<file path="src/core_pkg.sv">
package core_pkg;

    //////////////////////////////////////////////////
    // Datapath widths
    //////////////////////////////////////////////////

    parameter int xlen = 32;  // Data and address width.

    typedef logic [xlen-1:0] addr_t;

    //////////////////////////////////////////////////
    // Program counter constants
    //////////////////////////////////////////////////

    // Byte distance between two sequential instructions.
    parameter addr_t pc_step = addr_t'(4);

    // Boot address of the core.
    parameter addr_t reset_pc_default = 32'h8000_0000;

endpackage

</file>
<file path="src/fetch_pkg.sv">
package fetch_pkg;

    import core_pkg::*;

    //////////////////////////////////////////////////
    // State encodings
    //////////////////////////////////////////////////

    typedef enum logic [1:0] {
        BUS_IDLE = 2'd0,  // No read outstanding.
        BUS_WAIT = 2'd1,  // Address taken, data pending.
        BUS_DONE = 2'd2   // Data returned.
    } bus_state_e;

    typedef enum logic [1:0] {
        MD_IDLE       = 2'd0,
        MD_EXEC       = 2'd1,  // Multiplier or divider busy.
        MD_WAIT_FETCH = 2'd2,  // Result ready, next fetch pending.
        MD_RETIRE     = 2'd3
    } md_state_e;

    // Op class from decode. Taken branches and jal both map to OP_REDIRECT.
    typedef enum logic [2:0] {
        OP_NONE     = 3'd0,
        OP_MUL      = 3'd1,
        OP_DIV      = 3'd2,
        OP_JALR     = 3'd3,
        OP_REDIRECT = 3'd4
    } id_op_e;

    //////////////////////////////////////////////////
    // Interface bundles
    //////////////////////////////////////////////////

    typedef struct packed {
        id_op_e op;
        logic   mem_stall;  // Decode held by a load or store.
        addr_t  next_pc;
    } id_info_t;

    typedef struct packed {
        logic mul_done;
        logic div_done;
    } exec_done_t;

    typedef struct packed {
        logic ar_hs;   // Read address accepted.
        logic r_done;  // Read data returned.
    } bus_evt_t;

endpackage

</file>
<file path="src/fetch_bus_track.sv">
`timescale 1ns/10ps

module fetch_bus_track (
    input  logic                clk,
    input  logic                rst_n,
    input  fetch_pkg::bus_evt_t bus,
    output logic                if_valid
);

    import fetch_pkg::*;

    bus_state_e state;
    bus_state_e state_nxt;

    //////////////////////////////////////////////////
    // Read tracking FSM
    //////////////////////////////////////////////////

    always_ff @(posedge clk or negedge rst_n) begin
        if (!rst_n) begin
            state <= BUS_IDLE;
        end else begin
            state <= state_nxt;
        end
    end

    always_comb begin
        state_nxt = state;
        case (state)
            BUS_IDLE: begin
                if (bus.ar_hs) begin
                    state_nxt = BUS_WAIT;
                end
            end
            BUS_WAIT: begin
                if (bus.r_done) begin
                    state_nxt = BUS_DONE;
                end
            end
            BUS_DONE: begin
                state_nxt = BUS_IDLE;  // One cycle only.
            end
            default: begin
                state_nxt = BUS_IDLE;
            end
        endcase
    end

    //////////////////////////////////////////////////
    // Fetch request flag
    //////////////////////////////////////////////////

    // A new read may start only after a cycle with nothing in flight.
    always_ff @(posedge clk or negedge rst_n) begin
        if (!rst_n) begin
            if_valid <= 1'b0;
        end else begin
            if_valid <= (state == BUS_IDLE);
        end
    end

endmodule

</file>
<file path="src/muldiv_track.sv">
`timescale 1ns/10ps

module muldiv_track (
    input  logic                  clk,
    input  logic                  rst_n,
    input  fetch_pkg::id_op_e     op,
    input  fetch_pkg::exec_done_t exec,
    input  logic                  r_done,
    output fetch_pkg::md_state_e  md_phase
);

    import fetch_pkg::*;

    md_state_e md_nxt;
    logic      md_issue;
    logic      md_finish;

    assign md_issue  = (op == OP_MUL) || (op == OP_DIV);
    assign md_finish = exec.mul_done || exec.div_done;

    //////////////////////////////////////////////////
    // Multiply/divide phase FSM
    //////////////////////////////////////////////////

    always_ff @(posedge clk or negedge rst_n) begin
        if (!rst_n) begin
            md_phase <= MD_IDLE;
        end else begin
            md_phase <= md_nxt;
        end
    end

    always_comb begin
        md_nxt = md_phase;
        case (md_phase)
            MD_IDLE: begin
                if (md_issue) begin
                    md_nxt = MD_EXEC;
                end
            end
            MD_EXEC: begin
                if (md_finish) begin
                    md_nxt = MD_WAIT_FETCH;
                end
            end
            MD_WAIT_FETCH: begin
                // The refetch after the result must land first.
                if (r_done) begin
                    md_nxt = MD_RETIRE;
                end
            end
            MD_RETIRE: begin
                md_nxt = MD_IDLE;  // Single retire cycle.
            end
            default: begin
                md_nxt = MD_IDLE;
            end
        endcase
    end

endmodule

</file>
<file path="src/pc_update.sv">
`timescale 1ns/10ps

module pc_update #(
    parameter core_pkg::addr_t RESET_PC = core_pkg::reset_pc_default
) (
    input  logic                        clk,
    input  logic                        rst_n,
    input  fetch_pkg::id_info_t         id,
    input  fetch_pkg::exec_done_t       exec,
    input  logic                        r_done,
    input  fetch_pkg::md_state_e        md_phase,
    output logic [core_pkg::xlen-1:0]   curr_pc,
    output logic                        fetch_en
);

    import core_pkg::*;
    import fetch_pkg::*;

    typedef enum logic [1:0] {
        PC_HOLD = 2'd0,
        PC_STEP = 2'd1,
        PC_LOAD = 2'd2
    } pc_sel_e;

    pc_sel_e pc_sel;
    logic    jalr_d;
    logic    md_busy;
    addr_t   pc_nxt;

    // Normal fetch steps are owned by the tracker while an op is in flight.
    assign md_busy = (md_phase == MD_EXEC) || (md_phase == MD_WAIT_FETCH);

    //////////////////////////////////////////////////
    // Next PC selection
    //////////////////////////////////////////////////

    always_comb begin
        if (id.op == OP_MUL) begin
            pc_sel = exec.mul_done ? PC_STEP : PC_HOLD;
        end else if (id.op == OP_DIV) begin
            pc_sel = exec.div_done ? PC_STEP : PC_HOLD;
        end else if (id.mem_stall) begin
            pc_sel = PC_HOLD;
        end else if (id.op == OP_JALR) begin
            pc_sel = PC_HOLD;  // Target not ready yet.
        end else if (jalr_d) begin
            pc_sel = PC_LOAD;
        end else if (id.op == OP_REDIRECT) begin
            pc_sel = PC_LOAD;
        end else if ((r_done && !md_busy) || (md_phase == MD_RETIRE)) begin
            pc_sel = PC_STEP;
        end else begin
            pc_sel = PC_HOLD;
        end
    end

    always_comb begin
        case (pc_sel)
            PC_STEP: pc_nxt = curr_pc + pc_step;
            PC_LOAD: pc_nxt = id.next_pc;
            default: pc_nxt = curr_pc;
        endcase
    end

    //////////////////////////////////////////////////
    // Registers
    //////////////////////////////////////////////////

    always_ff @(posedge clk or negedge rst_n) begin
        if (!rst_n) begin
            curr_pc  <= RESET_PC;
            jalr_d   <= 1'b0;
            fetch_en <= 1'b0;
        end else begin
            curr_pc  <= pc_nxt;
            jalr_d   <= (id.op == OP_JALR);  // Load target one cycle later.
            fetch_en <= 1'b1;
        end
    end

endmodule

</file>
<file path="src/fetch_ctrl_top.sv">
`timescale 1ns/10ps

module fetch_ctrl_top #(
    parameter core_pkg::addr_t RESET_PC = core_pkg::reset_pc_default
) (
    input  logic                        clk,
    input  logic                        rst_n,
    input  fetch_pkg::id_info_t         id,
    input  fetch_pkg::exec_done_t       exec,
    input  fetch_pkg::bus_evt_t         bus,
    output logic [core_pkg::xlen-1:0]   curr_pc,
    output logic                        if_valid,
    output logic                        fetch_en
);

    import fetch_pkg::*;

    md_state_e md_phase;

    //////////////////////////////////////////////////
    // Trackers
    //////////////////////////////////////////////////

    fetch_bus_track fetch_bus_track_inst (
        .clk      (clk),
        .rst_n    (rst_n),
        .bus      (bus),
        .if_valid (if_valid)
    );

    muldiv_track muldiv_track_inst (
        .clk      (clk),
        .rst_n    (rst_n),
        .op       (id.op),
        .exec     (exec),
        .r_done   (bus.r_done),
        .md_phase (md_phase)
    );

    //////////////////////////////////////////////////
    // Program counter
    //////////////////////////////////////////////////

    pc_update #(
        .RESET_PC (RESET_PC)
    ) pc_update_inst (
        .clk      (clk),
        .rst_n    (rst_n),
        .id       (id),
        .exec     (exec),
        .r_done   (bus.r_done),
        .md_phase (md_phase),
        .curr_pc  (curr_pc),
        .fetch_en (fetch_en)
    );

endmodule

</file>
<file path="config.mk">
export PLATFORM = sky130hd
export DESIGN_NAME = fetch_ctrl_top
export DESIGN_NICKNAME = d
export VERILOG_FILES = /design/src/core_pkg.sv /design/src/fetch_pkg.sv /design/src/fetch_bus_track.sv /design/src/muldiv_track.sv /design/src/pc_update.sv /design/src/fetch_ctrl_top.sv
export SDC_FILE = /design/constraint.sdc
export NUM_CORES = 1
export LEC_CHECK = 0
export BUFFER_PORTS_ARGS = -buffer_cell sky130_fd_sc_hd__buf_2
export CAP_MARGIN = 20
export CORE_ASPECT_RATIO = 1.1
export CORE_UTILIZATION = 40
export DETAILED_ROUTE_END_ITERATION = 8
export MAX_ROUTING_LAYER = met4
export PLACE_DENSITY_LB_ADDON = 0.2
export SLEW_MARGIN = 0
export SYNTH_ARGS = -nofsm -noshare
export SYNTH_HDL_FRONTEND = slang
export SYNTH_SLANG_ARGS = --single-unit
</file>
<file path="constraint.sdc">
create_clock -name clk -period 2.85 [get_ports clk]
set_input_delay 0.57 -clock clk [delete_from_list [all_inputs] [get_ports clk]]
set_output_delay 0.57 -clock clk [all_outputs]
set_load 0.05 [all_outputs]
</file>
# Word level (Yosys, flattened, before mapping)
# Index checks and enable logic that the tools add are counted.
# op_classes
addsub,1
n_eq_ne,15
mux,17
reduce_logical,11
# ops
operator,n
32-bit case mux with 2 select lines,1
"32-bit by 3-bit adder with 32-bit output, second input constant",1
2-bit 2-to-1 mux,11
2-bit case mux with 4 select lines,1
"2-bit by 1-bit == test with 1-bit output, second input constant",3
"2-bit == test, second input constant",3
"3-bit by 2-bit == test with 1-bit output, second input constant",2
"2-bit inequality test, second input constant",3
2-bit zero test,2
1-bit logical OR,4
"2-bit by 1-bit inequality test with 1-bit output, second input constant",2
2-bit case mux with 2 select lines,1
"3-bit by 1-bit == test with 1-bit output, second input constant",1
"3-bit == test, second input constant",1
1-bit 2-to-1 mux,3
3-bit AND reduction,1
2-bit AND reduction,1
2-bit nonzero test,1
1-bit logical AND,1
1-bit zero test,1
# totals
reg_bits,39

# Depth between registers and ports, before layout
# Gate-level depths: netlist (run 1).
# logic_depth
ltp_word,14
depth_mapped,13
ltp_nobuf,11

# Hierarchy
# From an unflattened synthesis (run 1), not the netlist that was laid out.
# hier_totals
cells_unflattened,292
hier_area_um2,2558.7
# by_module_without_submodules
module,instances,cells_per_inst,area_per_inst_um2,seq_area_each_um2
pc_update,1,268,2285.9,852.1
muldiv_track,1,16,162.7,50.0
fetch_bus_track,1,8,110.1,75.1

# Worst setup path after synthesis (run 1)
# OpenSTA, ideal clock, no wires.
# synth_timing
kind,input -> register
start,input port id[33] (netlist name)
end,register pc_update_inst.curr_pc[26] (netlist name)
arrival_ns,2.498
t_required_ns,2.756
path_slack_ns,0.258
stages,10
cell_sequence,or3b_2 -> o2111ai_1 -> o21ai_0 -> a21oi_1 -> ha_1 -> buf_6 -> clkbuf_1 -> clkbuf_1 -> nor2_1 -> a211oi_1
# synth_via
elab_chain_cells,9
elab_cells_between_ends,14
classes_between,6 x eq/ne; 7 x mux; 1 x reduce/logical
# synth_rtl
item,line_no,text
"start, declared",fetch_ctrl_top.sv:8,"input fetch_pkg::id_info_t id,"
3-bit == test,pc_update.sv:48,end else if (id.op == OP_REDIRECT) begin
2-bit 2-to-1 mux,pc_update.sv:48,
2-bit 2-to-1 mux,pc_update.sv:46,end else if (jalr_d) begin
2-bit 2-to-1 mux,pc_update.sv:44,end else if (id.op == OP_JALR) begin
2-bit 2-to-1 mux,pc_update.sv:42,end else if (id.mem_stall) begin
2-bit 2-to-1 mux,pc_update.sv:40,end else if (id.op == OP_DIV) begin
2-bit 2-to-1 mux (*),pc_update.sv:38,if (id.op == OP_MUL) begin
2-bit == test or 2-bit by 1-bit == test with 1-bit output (tied branches),pc_update.sv:58,case (pc_sel)
32-bit case mux with 2 select lines or 2-bit nonzero test (tied branches),n/a,
"end signal, assigned",pc_update.sv:75,curr_pc <= pc_nxt;
"end, declared",pc_update.sv:12,"output logic [core_pkg::xlen-1:0] curr_pc,"
# Mark *: on every way between the ends. The rest lies on a longest branch, timed or not.
# A chain may end at the register's enable or synchronous reset.

# Final worst setup path (run 1)
# layout_timing
start,register muldiv_track_inst.md_phase[0]
end,register pc_update_inst.curr_pc[28] (netlist name)
# layout_via
elab_chain_cells,14
elab_cells_between_ends,18
classes_between,5 x eq/ne; 8 x mux; 5 x reduce/logical
# layout_rtl
item,line_no,text
"start, declared",muldiv_track.sv:9,output fetch_pkg::md_state_e md_phase
"start signal, assigned",muldiv_track.sv:29,md_phase <= md_nxt;
2-bit by 1-bit == test with 1-bit output or 2-bit == test (tied branches),pc_update.sv:31,assign md_busy = (md_phase == MD_EXEC) || (md_phase == MD_WAIT_FETCH);
1-bit logical OR,pc_update.sv:31,
1-bit zero test,pc_update.sv:50,end else if ((r_done && !md_busy) || (md_phase == MD_RETIRE)) begin
1-bit logical AND,pc_update.sv:50,
1-bit logical OR (*),pc_update.sv:50,
1-bit 2-to-1 mux (*),pc_update.sv:50,
2-bit 2-to-1 mux (*),pc_update.sv:48,
2-bit 2-to-1 mux (*),pc_update.sv:46,
2-bit 2-to-1 mux (*),pc_update.sv:44,
2-bit 2-to-1 mux (*),pc_update.sv:42,
2-bit 2-to-1 mux (*),pc_update.sv:40,
2-bit 2-to-1 mux (*),pc_update.sv:38,
2-bit == test or 2-bit by 1-bit == test with 1-bit output (tied branches),pc_update.sv:58,
32-bit case mux with 2 select lines or 2-bit nonzero test (tied branches),n/a,
# Marks and branches as above.

==> key figures, run 1 <==
Outcome
  • Outcome: finished clean

Synth
  • Register area share after synthesis: 36.8%
  • Post-synthesis xor/xnor area fraction: 0.330%
  • Synth Area in Compound Gates: 22.1%
  • Synth Area in Simple Gates: 27.8%
  • Synth Register Bits: 39
  • Synth unique cells: 65
  • Mean Syn Cell Area: 8.73 um^2
  • Synth Cell Area: 2660 um^2
  • Main combinational cell family by area after synthesis: simple AND/OR/NAND/NOR gates
  • Yosys warns: 0
  • EDFF count, synth: 0
  • Most common flop cell mapped by yosys: dfrtp_1
  • Async S/R FF share, synth: 100%
  • Synthesized net count: 352
  • Mux share of post-synthesis cell area: 2.83%
  • Synthesized instance count: 304
  • Adder-cell share of the synthesized area: 2.83%

Power and ir drop
  • P_leak: 1.33 nW
  • Total power divided by cell area: 889 nW/um^2
  • Clock network power share: 13.2%
  • Peak supply drop: 562 uV
  • Switch share: 52.5%
  • Pint: 0.00135 W
  • Psw: 0.00149 W
  • Final Power: 0.00284 W
  • Logic pwr share: 50.6%
  • Part of the power in registers: 36.2%

Route
  • Initial DRC count: 134
  • Post-DR vias/cell: 5.76
  • Detail Route Antenna Nets: 0
  • Drt drc: 0
  • Routed wire length per instance: 15.4 um
  • Via count: 2,648
  • Total Wirelength: 7.08 mm
  • TritonRoute pass-1 iters: 4

Timing
  • Fin. max-slew vios: 0
  • Fmax: 0.381 GHz
  • Slew Limit Headroom: 41.3%
  • Final hold vios: 0
  • Final setup fails: 0
  • Post-layout min period: 2620 ps
  • RSZ-0062 raised after global routing: false
  • Setup TNS: 0 ps
  • Tcrit/Tclk final: 92.1%
  • Measured slew at the worst slew-check pin: 880 ps
  • Setup Skew: 11.8 ps

Floorplanning
  • Row cnt: 30
  • Core area: 6310 um^2
  • I/O pins: 76
  • Die Footprint: 6970 um^2
  • Die height: 87.5 um
  • Initial Utilization: 42.1%
  • Die width: 79.7 um

Cells and area
  • Synth-to-Final Area Change: 20.5%
  • Antenna Cells: 0
  • Nets: 427
  • Layout cell share with drive strength beyond 1: 29.7%
  • Fill cells: 618

Clock tree
  • Root Buffer: clkbuf_8
  • Sink Count: 39
  • CTS tree: yes
  • CTS max path bufs: 2
  • Hold_buf cts: 0
  • Total CTS buffers: 5
  • Worst-path clk slew: 80 ps
  • CTS H-tree depth: 2
  • Worst skew pair latency: 290 ps

GRT
  • Number of global-route vias before repair: 2,434
  • Tot GR Track Use: 22.4%
  • First-pass GRT wire length: 11.8 mm
  • Largest net degree at the start of global routing: 40
  • Antenna violations before repair: 0
  • Congestion Overflow GR: 0

Setup path
  • Delay-heaviest family, CP: compound AO/OA/AOI/OAI gates
  • CP bufs+invs: 3
  • CP max-delay cell: dfrtp_1
  • Cell Chain, Critical Path: inv_1 > ha_1 > nor2b_1 > o2111ai_1 > o21ai_0 > a21oi_1 > ha_2 > buf_12 > nor2b_1 > buf_4 > a22o_1 > or3_1
  • Most frequent CP cell: nor2b_1
  • Worst setup EP type: flop
  • CP max FO: 28
  • Setup crit start kind: flop
  • Critical Path Max Stage Delay: 390 ps
  • Critical path class: reg -> reg
  • Critical Path RT: 3030 ps
  • Arrival @ worst endpoint: 2800 ps

Place
  • DP HPWL: 5.11 mm
  • RePlAce Congestion: 0.861
  • I/O Buffers: 75

Hold path
  • Worst Hold Class: in -> async

Job
  • Max_cap viols: 0
## metal layers
metal	vias to the layer above	routed length [um]	part of all wire, %	global-route usage [%]
met1	1238	3200	45	30.0
met4	0	99	1.4	7.27
met2	88	3360	47	34.3
li1	1315	-	-	-
met5	-	0	0	-
met3	7	420	5.9	3.87
## cells in the mapped netlist (6+ instances only)
| cell type | instances | area [um^2] |
|---|---|---|
| nand2_1 | 22 | 82.6 |
| and4_1 | 7 | 61.3 |
| inv_1 | 10 | 37.5 |
| nor4_1 | 8 | 50.1 |
| nand4_1 | 9 | 56.3 |
| clkbuf_1 | 9 | 33.8 |
| nand3_1 | 18 | 90.1 |
| buf_6 | 6 | 67.6 |
| a21oi_1 | 15 | 75.1 |
| dfrtp_1 | 38 | 951 |
| nor2_1 | 24 | 90.1 |
| or3_1 | 10 | 62.6 |
| ha_1 | 6 | 75.1 |
| a22oi_1 | 6 | 45.0 |
| o21ai_0 | 21 | 105 |
## sequential cells by signal, summed over array words and instances, names as in the netlist
register / flops
pc_update_inst.fetch_en: 1
fetch_bus_track_inst.if_valid: 1
pc_update_inst.jalr_d: 1
fetch_bus_track_inst.state: 2
muldiv_track_inst.md_phase: 2
pc_update_inst.curr_pc: 32
## worst paths after layout
kind / slack (ps) / depth (start not counted) / end / start
setup / recovery: 230 / 12 / pc_update_inst.curr_pc[28] / muldiv_track_inst.md_phase[0]
hold / removal: 380 / 1 / pc_update_inst.curr_pc[27] / rst_n
setup reg to reg: 230 / 12 / pc_update_inst.curr_pc[28] / muldiv_track_inst.md_phase[0]
hold reg to reg: 460 / 1 / fetch_bus_track_inst.if_valid / fetch_bus_track_inst.state[1]
max in group asynchronous: 1890 / 1 / pc_update_inst.fetch_en / rst_n
min in group clk: 460 / 1 / fetch_bus_track_inst.if_valid / fetch_bus_track_inst.state[1]
## area by class of cell
class / instances / area [um^2] / share of cell area [%]
multi-input cells: 232 / 1490 / 46.7
clock inverters: 1 / 5.00 / 0.156
clock buffers: 7 / 76.3 / 2.39
inverters: 11 / 45.0 / 1.41
well taps: 80 / 100 / 3.13
flip-flops and latches: 39 / 977 / 30.6
repair buffers: 90 / 500 / 15.6
## cells in the final DEF (no fill, tap or decap), types with 7 or more instances in the layout
master / count
buf_2: 75
dfrtp_1: 38
nor2_1: 23
nand2_1: 22
o21ai_0: 21
nand3_1: 18
a21oi_1: 15
buf_4: 14
inv_1: 10
or3_1: 10
nand4_1: 9
nor4_1: 8
and4_1: 7
## power groups by stage
stage / logic (W) / clock network (W) / registers, W
2_1_floorplan: 0.000569 / 0 / 0.00152
3_5_place_dp: 0.00144 / 0 / 0.00103
3_3_place_gp: 0.00143 / 0 / 0.00103
6_report: 0.00144 / 0.000375 / 0.00103
5_1_grt: 0.00156 / 0.000403 / 0.00107
4_1_cts: 0.00144 / 0.000380 / 0.00102
## stage by stage
step	std cells	setup WS (ps)	cell area, um^2	hold slack (ps)	util (%)
6_report	460	226	3200	381	50.7
5_1_grt	460	14.4	3200	481	50.7
3_5_place_dp	452	12.1	3110	452	49.3
3_3_place_gp	452	48.7	3110	441	49.3
2_1_floorplan	304	258	2660	274	-
4_1_cts	460	160	3190	443	50.6
## what timing repair did
action,in CTS,in global routing
setup buffers,0,0
hold endpoints to repair,0,0
endpoints found under the setup margin,0,7
resized for setup,0,3
## cells by family (layout without fill, tap and decap cells)
group | Yosys count | count (layout)
compound gates | 86 | 86
xor+xnor | 1 | 1
fa+ha+maj | 6 | 6
buf+inv | 33 | 109
flops | 39 | 39
mux | 7 | 7
other cells | 1 | 1
simple gates | 131 | 131
Power figures use the tool's default switching activity.
==> run 2, diff against run 1 <==
--- a/config.mk
+++ b/config.mk
@@ -15,4 +15,5 @@
 export SLEW_MARGIN = 0
 export SYNTH_ARGS = -nofsm -noshare
 export SYNTH_HDL_FRONTEND = slang
+export SYNTH_HIERARCHICAL = 1
 export SYNTH_SLANG_ARGS = --single-unit
==> run 2 against run 1 <==
Compared with the run above: wire length is 4.5% higher; critical endpoint is now pc_update_inst/curr_pc[29]; sequential power barely moved; utilization grew 1.4 points; largest power group unchanged; critical path type unchanged.
==> key figures, run 2 <==
Cells and area
  • Most common cell after layout, fill and taps aside: buf_2
  • Nets: 421 (-1.4%)
  • Top flop regs: pc_update_inst/curr_pc x32, fetch_bus_track_inst/state x2, muldiv_track_inst/md_phase x2
  • Top reg by flops: pc_update_inst/curr_pc
  • Leading cell types in the layout, fill and taps excluded: 75 x buf_2, 38 x dfrtp_1, 21 x nand2_1
  • Max FFs per register: 32 (unchanged)
  • Fill cells: 623 (+0.81%)
  • Layout cell share with drive strength beyond 1: 31.0% (+1.3 points)
  • Core Util, Final: 52.1% (+1.4 points)
  • Antenna Cells: 0 (unchanged)
  • Finished Cell Area: 3210 um^2 (+0.23%)
  • Synth-to-Final Area Change: 25.3%
  • Final cell count without fillers: 454 (-1.3%)

Timing
  • Tcrit/Tclk final: 97.1% (+5.0 points)
  • Setup Skew: 3.77 ps (-8.05 ps)
  • Setup TNS: 0 ps (unchanged)
  • Slew Limit Headroom: 39.8% (-1.5 points)
  • Post-layout min period: 2770 ps (+143 ps)
  • Measured slew at the worst slew-check pin: 902 ps (+22.4 ps)
  • Hold slack: 407 ps (+26.2 ps)
  • Final hold vios: 0 (unchanged)
  • Fin. max-slew vios: 0 (unchanged)
  • Final setup fails: 0 (unchanged)
  • Fmax: 0.361 GHz (-5.2%)

Synth
  • Synth Cell Area: 2560 um^2 (-3.6%)
  • Mean Syn Cell Area: 8.76 um^2 (+0.33%)
  • Synth Register Bits: 39 (unchanged)
  • Synth top cells by count: 38 x dfrtp_1, 21 x nand2_1, 20 x o21ai_0
  • Synth unique cells: 61 (-6.2%)
  • Register area share after synthesis: 38.2% (+1.4 points)
  • Synthesized instance count: 292 (-3.9%)
  • EDFF count, synth: 0 (unchanged)
  • Synth Area in Simple Gates: 27.9% (+0.12 points)
  • Area leader, netlist: dfrtp_1
  • Synthesized net count: 340 (-3.4%)
  • Most common flop cell mapped by yosys: dfrtp_1
  • Async S/R FF share, synth: 100% (unchanged)
  • Top area cells in the synthesized netlist: dfrtp_1 37%, o21ai_0 3.9%, a21oi_1 3.5%
  • Main combinational cell family by area after synthesis: simple AND/OR/NAND/NOR gates
  • Yosys warns: 6 (+6)
  • Post-synthesis xor/xnor area fraction: 0.342% (+0.012 points)
  • Mux share of post-synthesis cell area: 3.08% (+0.25 points)
  • Yosys top cell area share: 37.2% (+1.3 points)
  • Adder-cell share of the synthesized area: 2.93% (+0.11 points)
  • Synth Area in Compound Gates: 23.4% (+1.2 points)
  • Top-count cell post-synth: dfrtp_1

Clock tree
  • CTS max path bufs: 2 (unchanged)
  • CTS H-tree depth: 2 (unchanged)
  • Worst-path clk slew: 70 ps (about the same)
  • CTS tree: yes
  • Root Buffer: clkbuf_8
  • Sink Count: 39 (unchanged)
  • Hold_buf cts: 0 (unchanged)
  • Total CTS buffers: 5 (unchanged)
  • Worst skew pair latency: 290 ps (about the same)

Route
  • Detail Route Antenna Nets: 0 (unchanged)
  • Drt drc: 0 (unchanged)
  • Initial DRC count: 277 (+110%)
  • Total Wirelength: 7.40 mm (+4.5%)
  • Via count: 2,678 (+1.1%)
  • TritonRoute pass-1 iters: 5 (+1)
  • Post-DR vias/cell: 5.90 (+2.5%)
  • Routed wire length per instance: 16.3 um (+5.9%)

Setup path
  • Reg2Reg Depth: 11 (-1)
  • Worst r2r src: muldiv_track_inst/md_phase[1]
  • Critical Path RT: 3010 ps (-20 ps)
  • Critical path class: reg -> reg
  • CP max FO: 11 (-61%)
  • Crit path from: muldiv_track_inst/md_phase[1]
  • Worst setup EP type: flop
  • Worst Setup EP: pc_update_inst/curr_pc[29]
  • FF-to-FF End: pc_update_inst/curr_pc[29]
  • Arrival @ worst endpoint: 2930 ps (+130 ps)
  • R2R setup slack: 80 ps (-140 ps)
  • Setup crit start kind: flop

Job
  • Max_cap viols: 0 (unchanged)

GRT
  • Tot GR Track Use: 23.1% (+0.63 points)
  • Number of global-route vias before repair: 2,489 (+2.3%)
  • Met3 GRT Util: 4.57% (+0.70 points)
  • Busiest grt layer: met2
  • Antenna violations before repair: 0 (unchanged)
  • Largest net degree at the start of global routing: 40 (unchanged)
  • Congestion Overflow GR: 0 (unchanged)
  • First-pass GRT wire length: 11.8 mm (about the same)
  • Met2 Track Usage GR: 37.9% (+3.6 points)
  • GR Util met1: 28.9% (-1.1 points)

Floorplanning
  • Core area: 6160 um^2 (-2.4%)
  • Initial Utilization: 41.6% (-0.54 points)
  • Die width: 78.3 um (-1.8%)
  • Die Footprint: 6720 um^2 (-3.5%)
  • I/O pins: 76 (unchanged)
  • Die height: 85.9 um (-1.8%)
  • Row cnt: 30 (unchanged)

Place
  • Dpl cell area: 3080 um^2 (-1.0%)
  • DP HPWL: 5.41 mm (+5.9%)
  • RePlAce Congestion: 0.883 (+2.5%)
  • I/O Buffers: 75 (unchanged)
  • Placed cells: 444 (-1.8%)

Power and ir drop
  • Peak supply drop: 396 uV (-30%)
  • Total power divided by cell area: 927 nW/um^2 (+4.2%)
  • P_leak: 1.38 nW (+3.6%)

Hold path
  • Worst Hold Class: in -> async

Outcome
  • Outcome: finished clean
run 2: through the flow:
stage,worst slack (ps),power (W)
3_3_place_gp,41.9,0.00250
2_1_floorplan,318,0.00210
6_report,83.4,0.00297
3_5_place_dp,-36.5,0.00254
4_1_cts,25.2,0.00296
5_1_grt,-10.0,0.00315
run 2: area by class of cell:
type | count | area [um^2] | area share (%)
multi-input cells | 227 | 1490 | 46.6
flip-flops and latches | 39 | 977 | 30.5
repair buffers | 89 | 493 | 15.4
clock buffers | 8 | 100 | 3.12
inverters | 11 | 41.3 | 1.29
well taps | 80 | 100 | 3.12
run 2: per-layer routing:
metal,vias up,part of all wire (%),wire (um)
met5,-,0,0
met4,0,0.84,62
met3,6,6.7,498
met2,116,49,3650
met1,1270,43,3190
li1,1286,-,-
run 2: logic make-up (layout without fill, tap and decap cells):
kind of cell,count (synthesis),count (layout)
and+or+nand+nor,124,124
AOI/OAI and AO/OA,88,88
DFF,39,39
buffers and inverters,26,108
muxes,7,7
adders and majority gates,6,6
other,1,1
xor gates and xnor gates,1,1
run 2: worst min path at each step:
stage                     slack (ps)  depth (start not counted)                            end
after floorplan                  270                          0  fetch_bus_track_inst/if_valid
after global placement           450                          1  fetch_bus_track_inst/state[0]
after detailed placement         450                          1  fetch_bus_track_inst/state[0]
after CTS                        450                          1      pc_update_inst/curr_pc[4]
after global routing             480                          1  fetch_bus_track_inst/state[0]
final                            410                          1      pc_update_inst/curr_pc[8]
run 2: repair_timing:
item / CTS / global route
resized for setup: 0 / 3
setup buffers: 0 / 2
setup endpoints to repair: 0 / 7
run 2: power breakdown:
group | total, W | internal, W | switching [W]
registers | 0.00101 | 0.000735 | 0.000276
clock network | 0.000415 | 0.000221 | 0.000194
logic | 0.00155 | 0.000483 | 0.00106
total | 0.00297 | 0.00144 | 0.00153
run 2: worst max-delay path: stages, from the launching register on:
cell and delay, ps:
dfrtp_1 420, ha_1 290, nor2b_1 50, o221ai_2 190, o21ai_0 120, a211oi_1 260, ha_2 340, buf_4 180
nor2_1 130, nand4_1 230, nor4b_2 370, a21oi_1 80
==> run 3, diff against run 2 <==
--- a/config.mk
+++ b/config.mk
@@ -12,8 +12,8 @@
 export DETAILED_ROUTE_END_ITERATION = 8
 export MAX_ROUTING_LAYER = met4
 export PLACE_DENSITY_LB_ADDON = 0.2
+export RECOVER_POWER = 100
 export SLEW_MARGIN = 0
 export SYNTH_ARGS = -nofsm -noshare
 export SYNTH_HDL_FRONTEND = slang
-export SYNTH_HIERARCHICAL = 1
 export SYNTH_SLANG_ARGS = --single-unit
==> run 3 against run 2 <==
Compared with the run above: the flow now finishes with violations (max-capacitance violations, max-slew violations); utilization is 2.3 points lower; clock power decreased by 10%; via count fell by 1.7%; cell count up 1.3%; flip-flop and latch count stayed put; global-route usage decreased by 0.63 points; wire length down 4.3%; count of clock-buffer cells in the layout decreased by 1; total power fell by 6.0%; first-iteration DRC count is 53% lower; non-clock buffer count grew 1; critical path type unchanged; critical endpoint is now pc_update_inst.curr_pc[28]; largest cell class unchanged; highest routed layer unchanged.
==> key figures, run 3 (same netlist as run 1, synthesis figures left out) <==
Outcome
  • Outcome: finished, violations left
  • Failing checks: max-capacitance violations, max-slew violations

Power and ir drop
  • P_leak: 1.22 nW (-11%)
  • Part of the power in registers: 37.0% (+3.0 points)
  • Psw: 0.00149 W (-2.4%)
  • Total power divided by cell area: 890 nW/um^2 (-4.0%)
  • Logic pwr share: 49.6% (-2.4 points)
  • Pint: 0.00130 W (-9.8%)
  • Clock network power share: 13.4% (-0.6 points)
  • Peak supply drop: 551 uV (+39%)
  • Switch share: 53.5% (+2.0 points)

Cells and area
  • Max FFs per register: 32 (unchanged)
  • Top reg by flops: pc_update_inst.curr_pc
  • Core Util, Final: 49.8% (-2.3 points)
  • Layout cell share with drive strength beyond 1: 19.7% (-11 points)
  • Antenna Cells: 0 (unchanged)
  • Most common cell after layout, fill and taps aside: buf_2
  • Nets: 427 (+1.4%)
  • Finished Cell Area: 3140 um^2 (-2.1%)
  • Leading cell types in the layout, fill and taps excluded: 41 x buf_2, 40 x clkbuf_1, 38 x dfrtp_1
  • Synth-to-Final Area Change: 18.2%
  • Top flop regs: pc_update_inst.curr_pc x32, fetch_bus_track_inst.state x2, muldiv_track_inst.md_phase x2

Hold path
  • Depth of the worst hold-timing path: 1
  • Worst Hold Class: reg -> reg
  • Hold path endpoint: fetch_bus_track_inst.if_valid
  • Min-delay src: fetch_bus_track_inst.state[1]

Place
  • I/O Buffers: 75 (unchanged)
  • Pre-CTS setup slack: 12.1 ps (+48.6 ps)
  • RePlAce Congestion: 0.861 (-2.5%)
  • Dpl cell area: 3110 um^2 (+1.1%)
  • DP HPWL: 5.11 mm (-5.6%)

Clock tree
  • CTS H-tree depth: 2 (unchanged)
  • Sink Count: 39 (unchanged)
  • Root Buffer: clkbuf_8
  • CTS max path bufs: 2 (unchanged)
  • Hold_buf cts: 0 (unchanged)
  • Worst skew pair latency: 290 ps (about the same)
  • Total CTS buffers: 5 (unchanged)
  • CTS tree: yes
  • Worst-path clk slew: 80 ps (about the same)

Setup path
  • FF-to-FF End: pc_update_inst.curr_pc[28]
  • CP max FO: 28 (+17)
  • Most frequent CP cell: nor2b_1
  • Reg2Reg Depth: 12 (+1)
  • Cell Chain, Critical Path: inv_1 > ha_1 > nor2b_1 > o2111ai_1 > o21ai_0 > a21oi_1 > ha_2 > buf_12 > nor2b_1 > buf_2 > a22o_1 > or3_1
  • Worst setup EP type: flop
  • Arrival @ worst endpoint: 2800 ps (-130 ps)
  • Critical Path Max Stage Delay: 390 ps (-30 ps)
  • Worst r2r src: muldiv_track_inst.md_phase[0]
  • R2R setup slack: 220 ps (+140 ps)
  • Critical path class: reg -> reg
  • Critical Path RT: 3020 ps (about the same)
  • Delay-heaviest family, CP: compound AO/OA/AOI/OAI gates
  • CP max-delay cell: dfrtp_1
  • CP bufs+invs: 3 (+2)
  • Setup crit start kind: flop

Timing
  • Post-layout min period: 2630 ps (-141 ps)
  • Final hold vios: 0 (unchanged)
  • Fin worst setup slack: 224 ps (+141 ps)
  • Setup Skew: 9.76 ps (+5.99 ps)
  • Slew Limit Headroom: -40.0% (-80 points)
  • RSZ-0062 raised after global routing: false
  • Final setup fails: 0 (unchanged)
  • Setup TNS: 0 ps (unchanged)
  • Tcrit/Tclk final: 92.1% (-4.9 points)
  • Measured slew at the worst slew-check pin: 2100 ps (+1200 ps)
  • Fmax: 0.381 GHz (+5.4%)
  • Fin. max-slew vios: 40 (+40)

GRT
  • First-pass GRT wire length: 11.8 mm (about the same)
  • Antenna violations before repair: 0 (unchanged)
  • Number of global-route vias before repair: 2,434 (-2.2%)
  • Largest net degree at the start of global routing: 40 (unchanged)
  • Congestion Overflow GR: 0 (unchanged)
  • Tot GR Track Use: 22.4% (-0.63 points)

Floorplanning
  • Die width: 79.7 um (+1.8%)
  • Die Footprint: 6970 um^2 (+3.7%)
  • Row cnt: 30 (unchanged)
  • Die height: 87.5 um (+1.8%)
  • Core area: 6310 um^2 (+2.4%)
  • Initial Utilization: 42.1% (+0.54 points)
  • I/O pins: 76 (unchanged)

Route
  • Drt drc: 0 (unchanged)
  • Initial DRC count: 129 (-53%)
  • Via count: 2,633 (-1.7%)
  • Routed wire length per instance: 15.4 um (-5.6%)
  • Post-DR vias/cell: 5.72 (-3.0%)
  • TritonRoute pass-1 iters: 5 (unchanged)
  • Total Wirelength: 7.08 mm (-4.3%)
  • Detail Route Antenna Nets: 0 (unchanged)

Job
  • Max_cap viols: 1 (+1)
run 3: changes by cell type in the layout (fill, tap and decap cells not counted), sizes merged, moves of 5 or more:
cell,change
buf,-38
clkbuf,+38
or3,+8
and4,+5
nor2,+5
nor3,-5
run 3: final cells by class:
type / instances / area, um^2
tap: 80 / 100
sequential: 39 / 977
multi-input combinational: 232 / 1490
inverter: 11 / 45.0
clock buffer: 7 / 76.3
fill: 644 / 3170
timing repair buffer: 90 / 440
clock inverter: 1 / 5.00
run 3: repair_timing:
action / 4_1_cts / 5_1_grt
resized for setup: 0 / 3
setup buffers: 0 / 0
endpoints found under the setup margin: 0 / 7
run 3: routing by layer:
layer / share of wire (%) / GRT usage, % / vias up
li1: - / - / 1312
met1: 45 / 30.0 / 1226
met2: 47 / 34.3 / 88
met3: 5.7 / 3.87 / 7
met4: 1.4 / 7.27 / 0
met5: 0 / - / -
run 3: worst max-delay path by stage:
| stage | from | slack (ps) | depth (start not counted) | endpoint |
|---|---|---|---|---|
| floorplan | id[33] | 260 | 10 | pc_update_inst.curr_pc[26] |
| global placement | id[33] | 50 | 11 | pc_update_inst.curr_pc[26] |
| detailed placement | id[33] | 10 | 11 | pc_update_inst.curr_pc[26] |
| CTS | muldiv_track_inst.md_phase[0] | 160 | 12 | pc_update_inst.curr_pc[26] |
| global route | muldiv_track_inst.md_phase[0] | 7 | 11 | pc_update_inst.curr_pc[13] |
| finish | muldiv_track_inst.md_phase[0] | 220 | 12 | pc_update_inst.curr_pc[28] |
run 3: power by group through the flow:
stage	combinational, W	clock [W]	sequential [W]
after CTS	0.00144	0.000380	0.00102
after floorplan	0.000569	0	0.00152
after detailed placement	0.00144	0	0.00103
after global placement	0.00143	0	0.00103
after global routing	0.00151	0.000403	0.00107
final	0.00139	0.000373	0.00103
run 3: per-stage QoR:
stage                     hold slack (ps)  std cells  total power [W]
after floorplan                       274        304          0.00209
after global routing                  488        460          0.00299
after CTS                             443        460          0.00285
final                                 456        460          0.00279
after detailed placement              452        452          0.00247
after global placement                441        452          0.00245
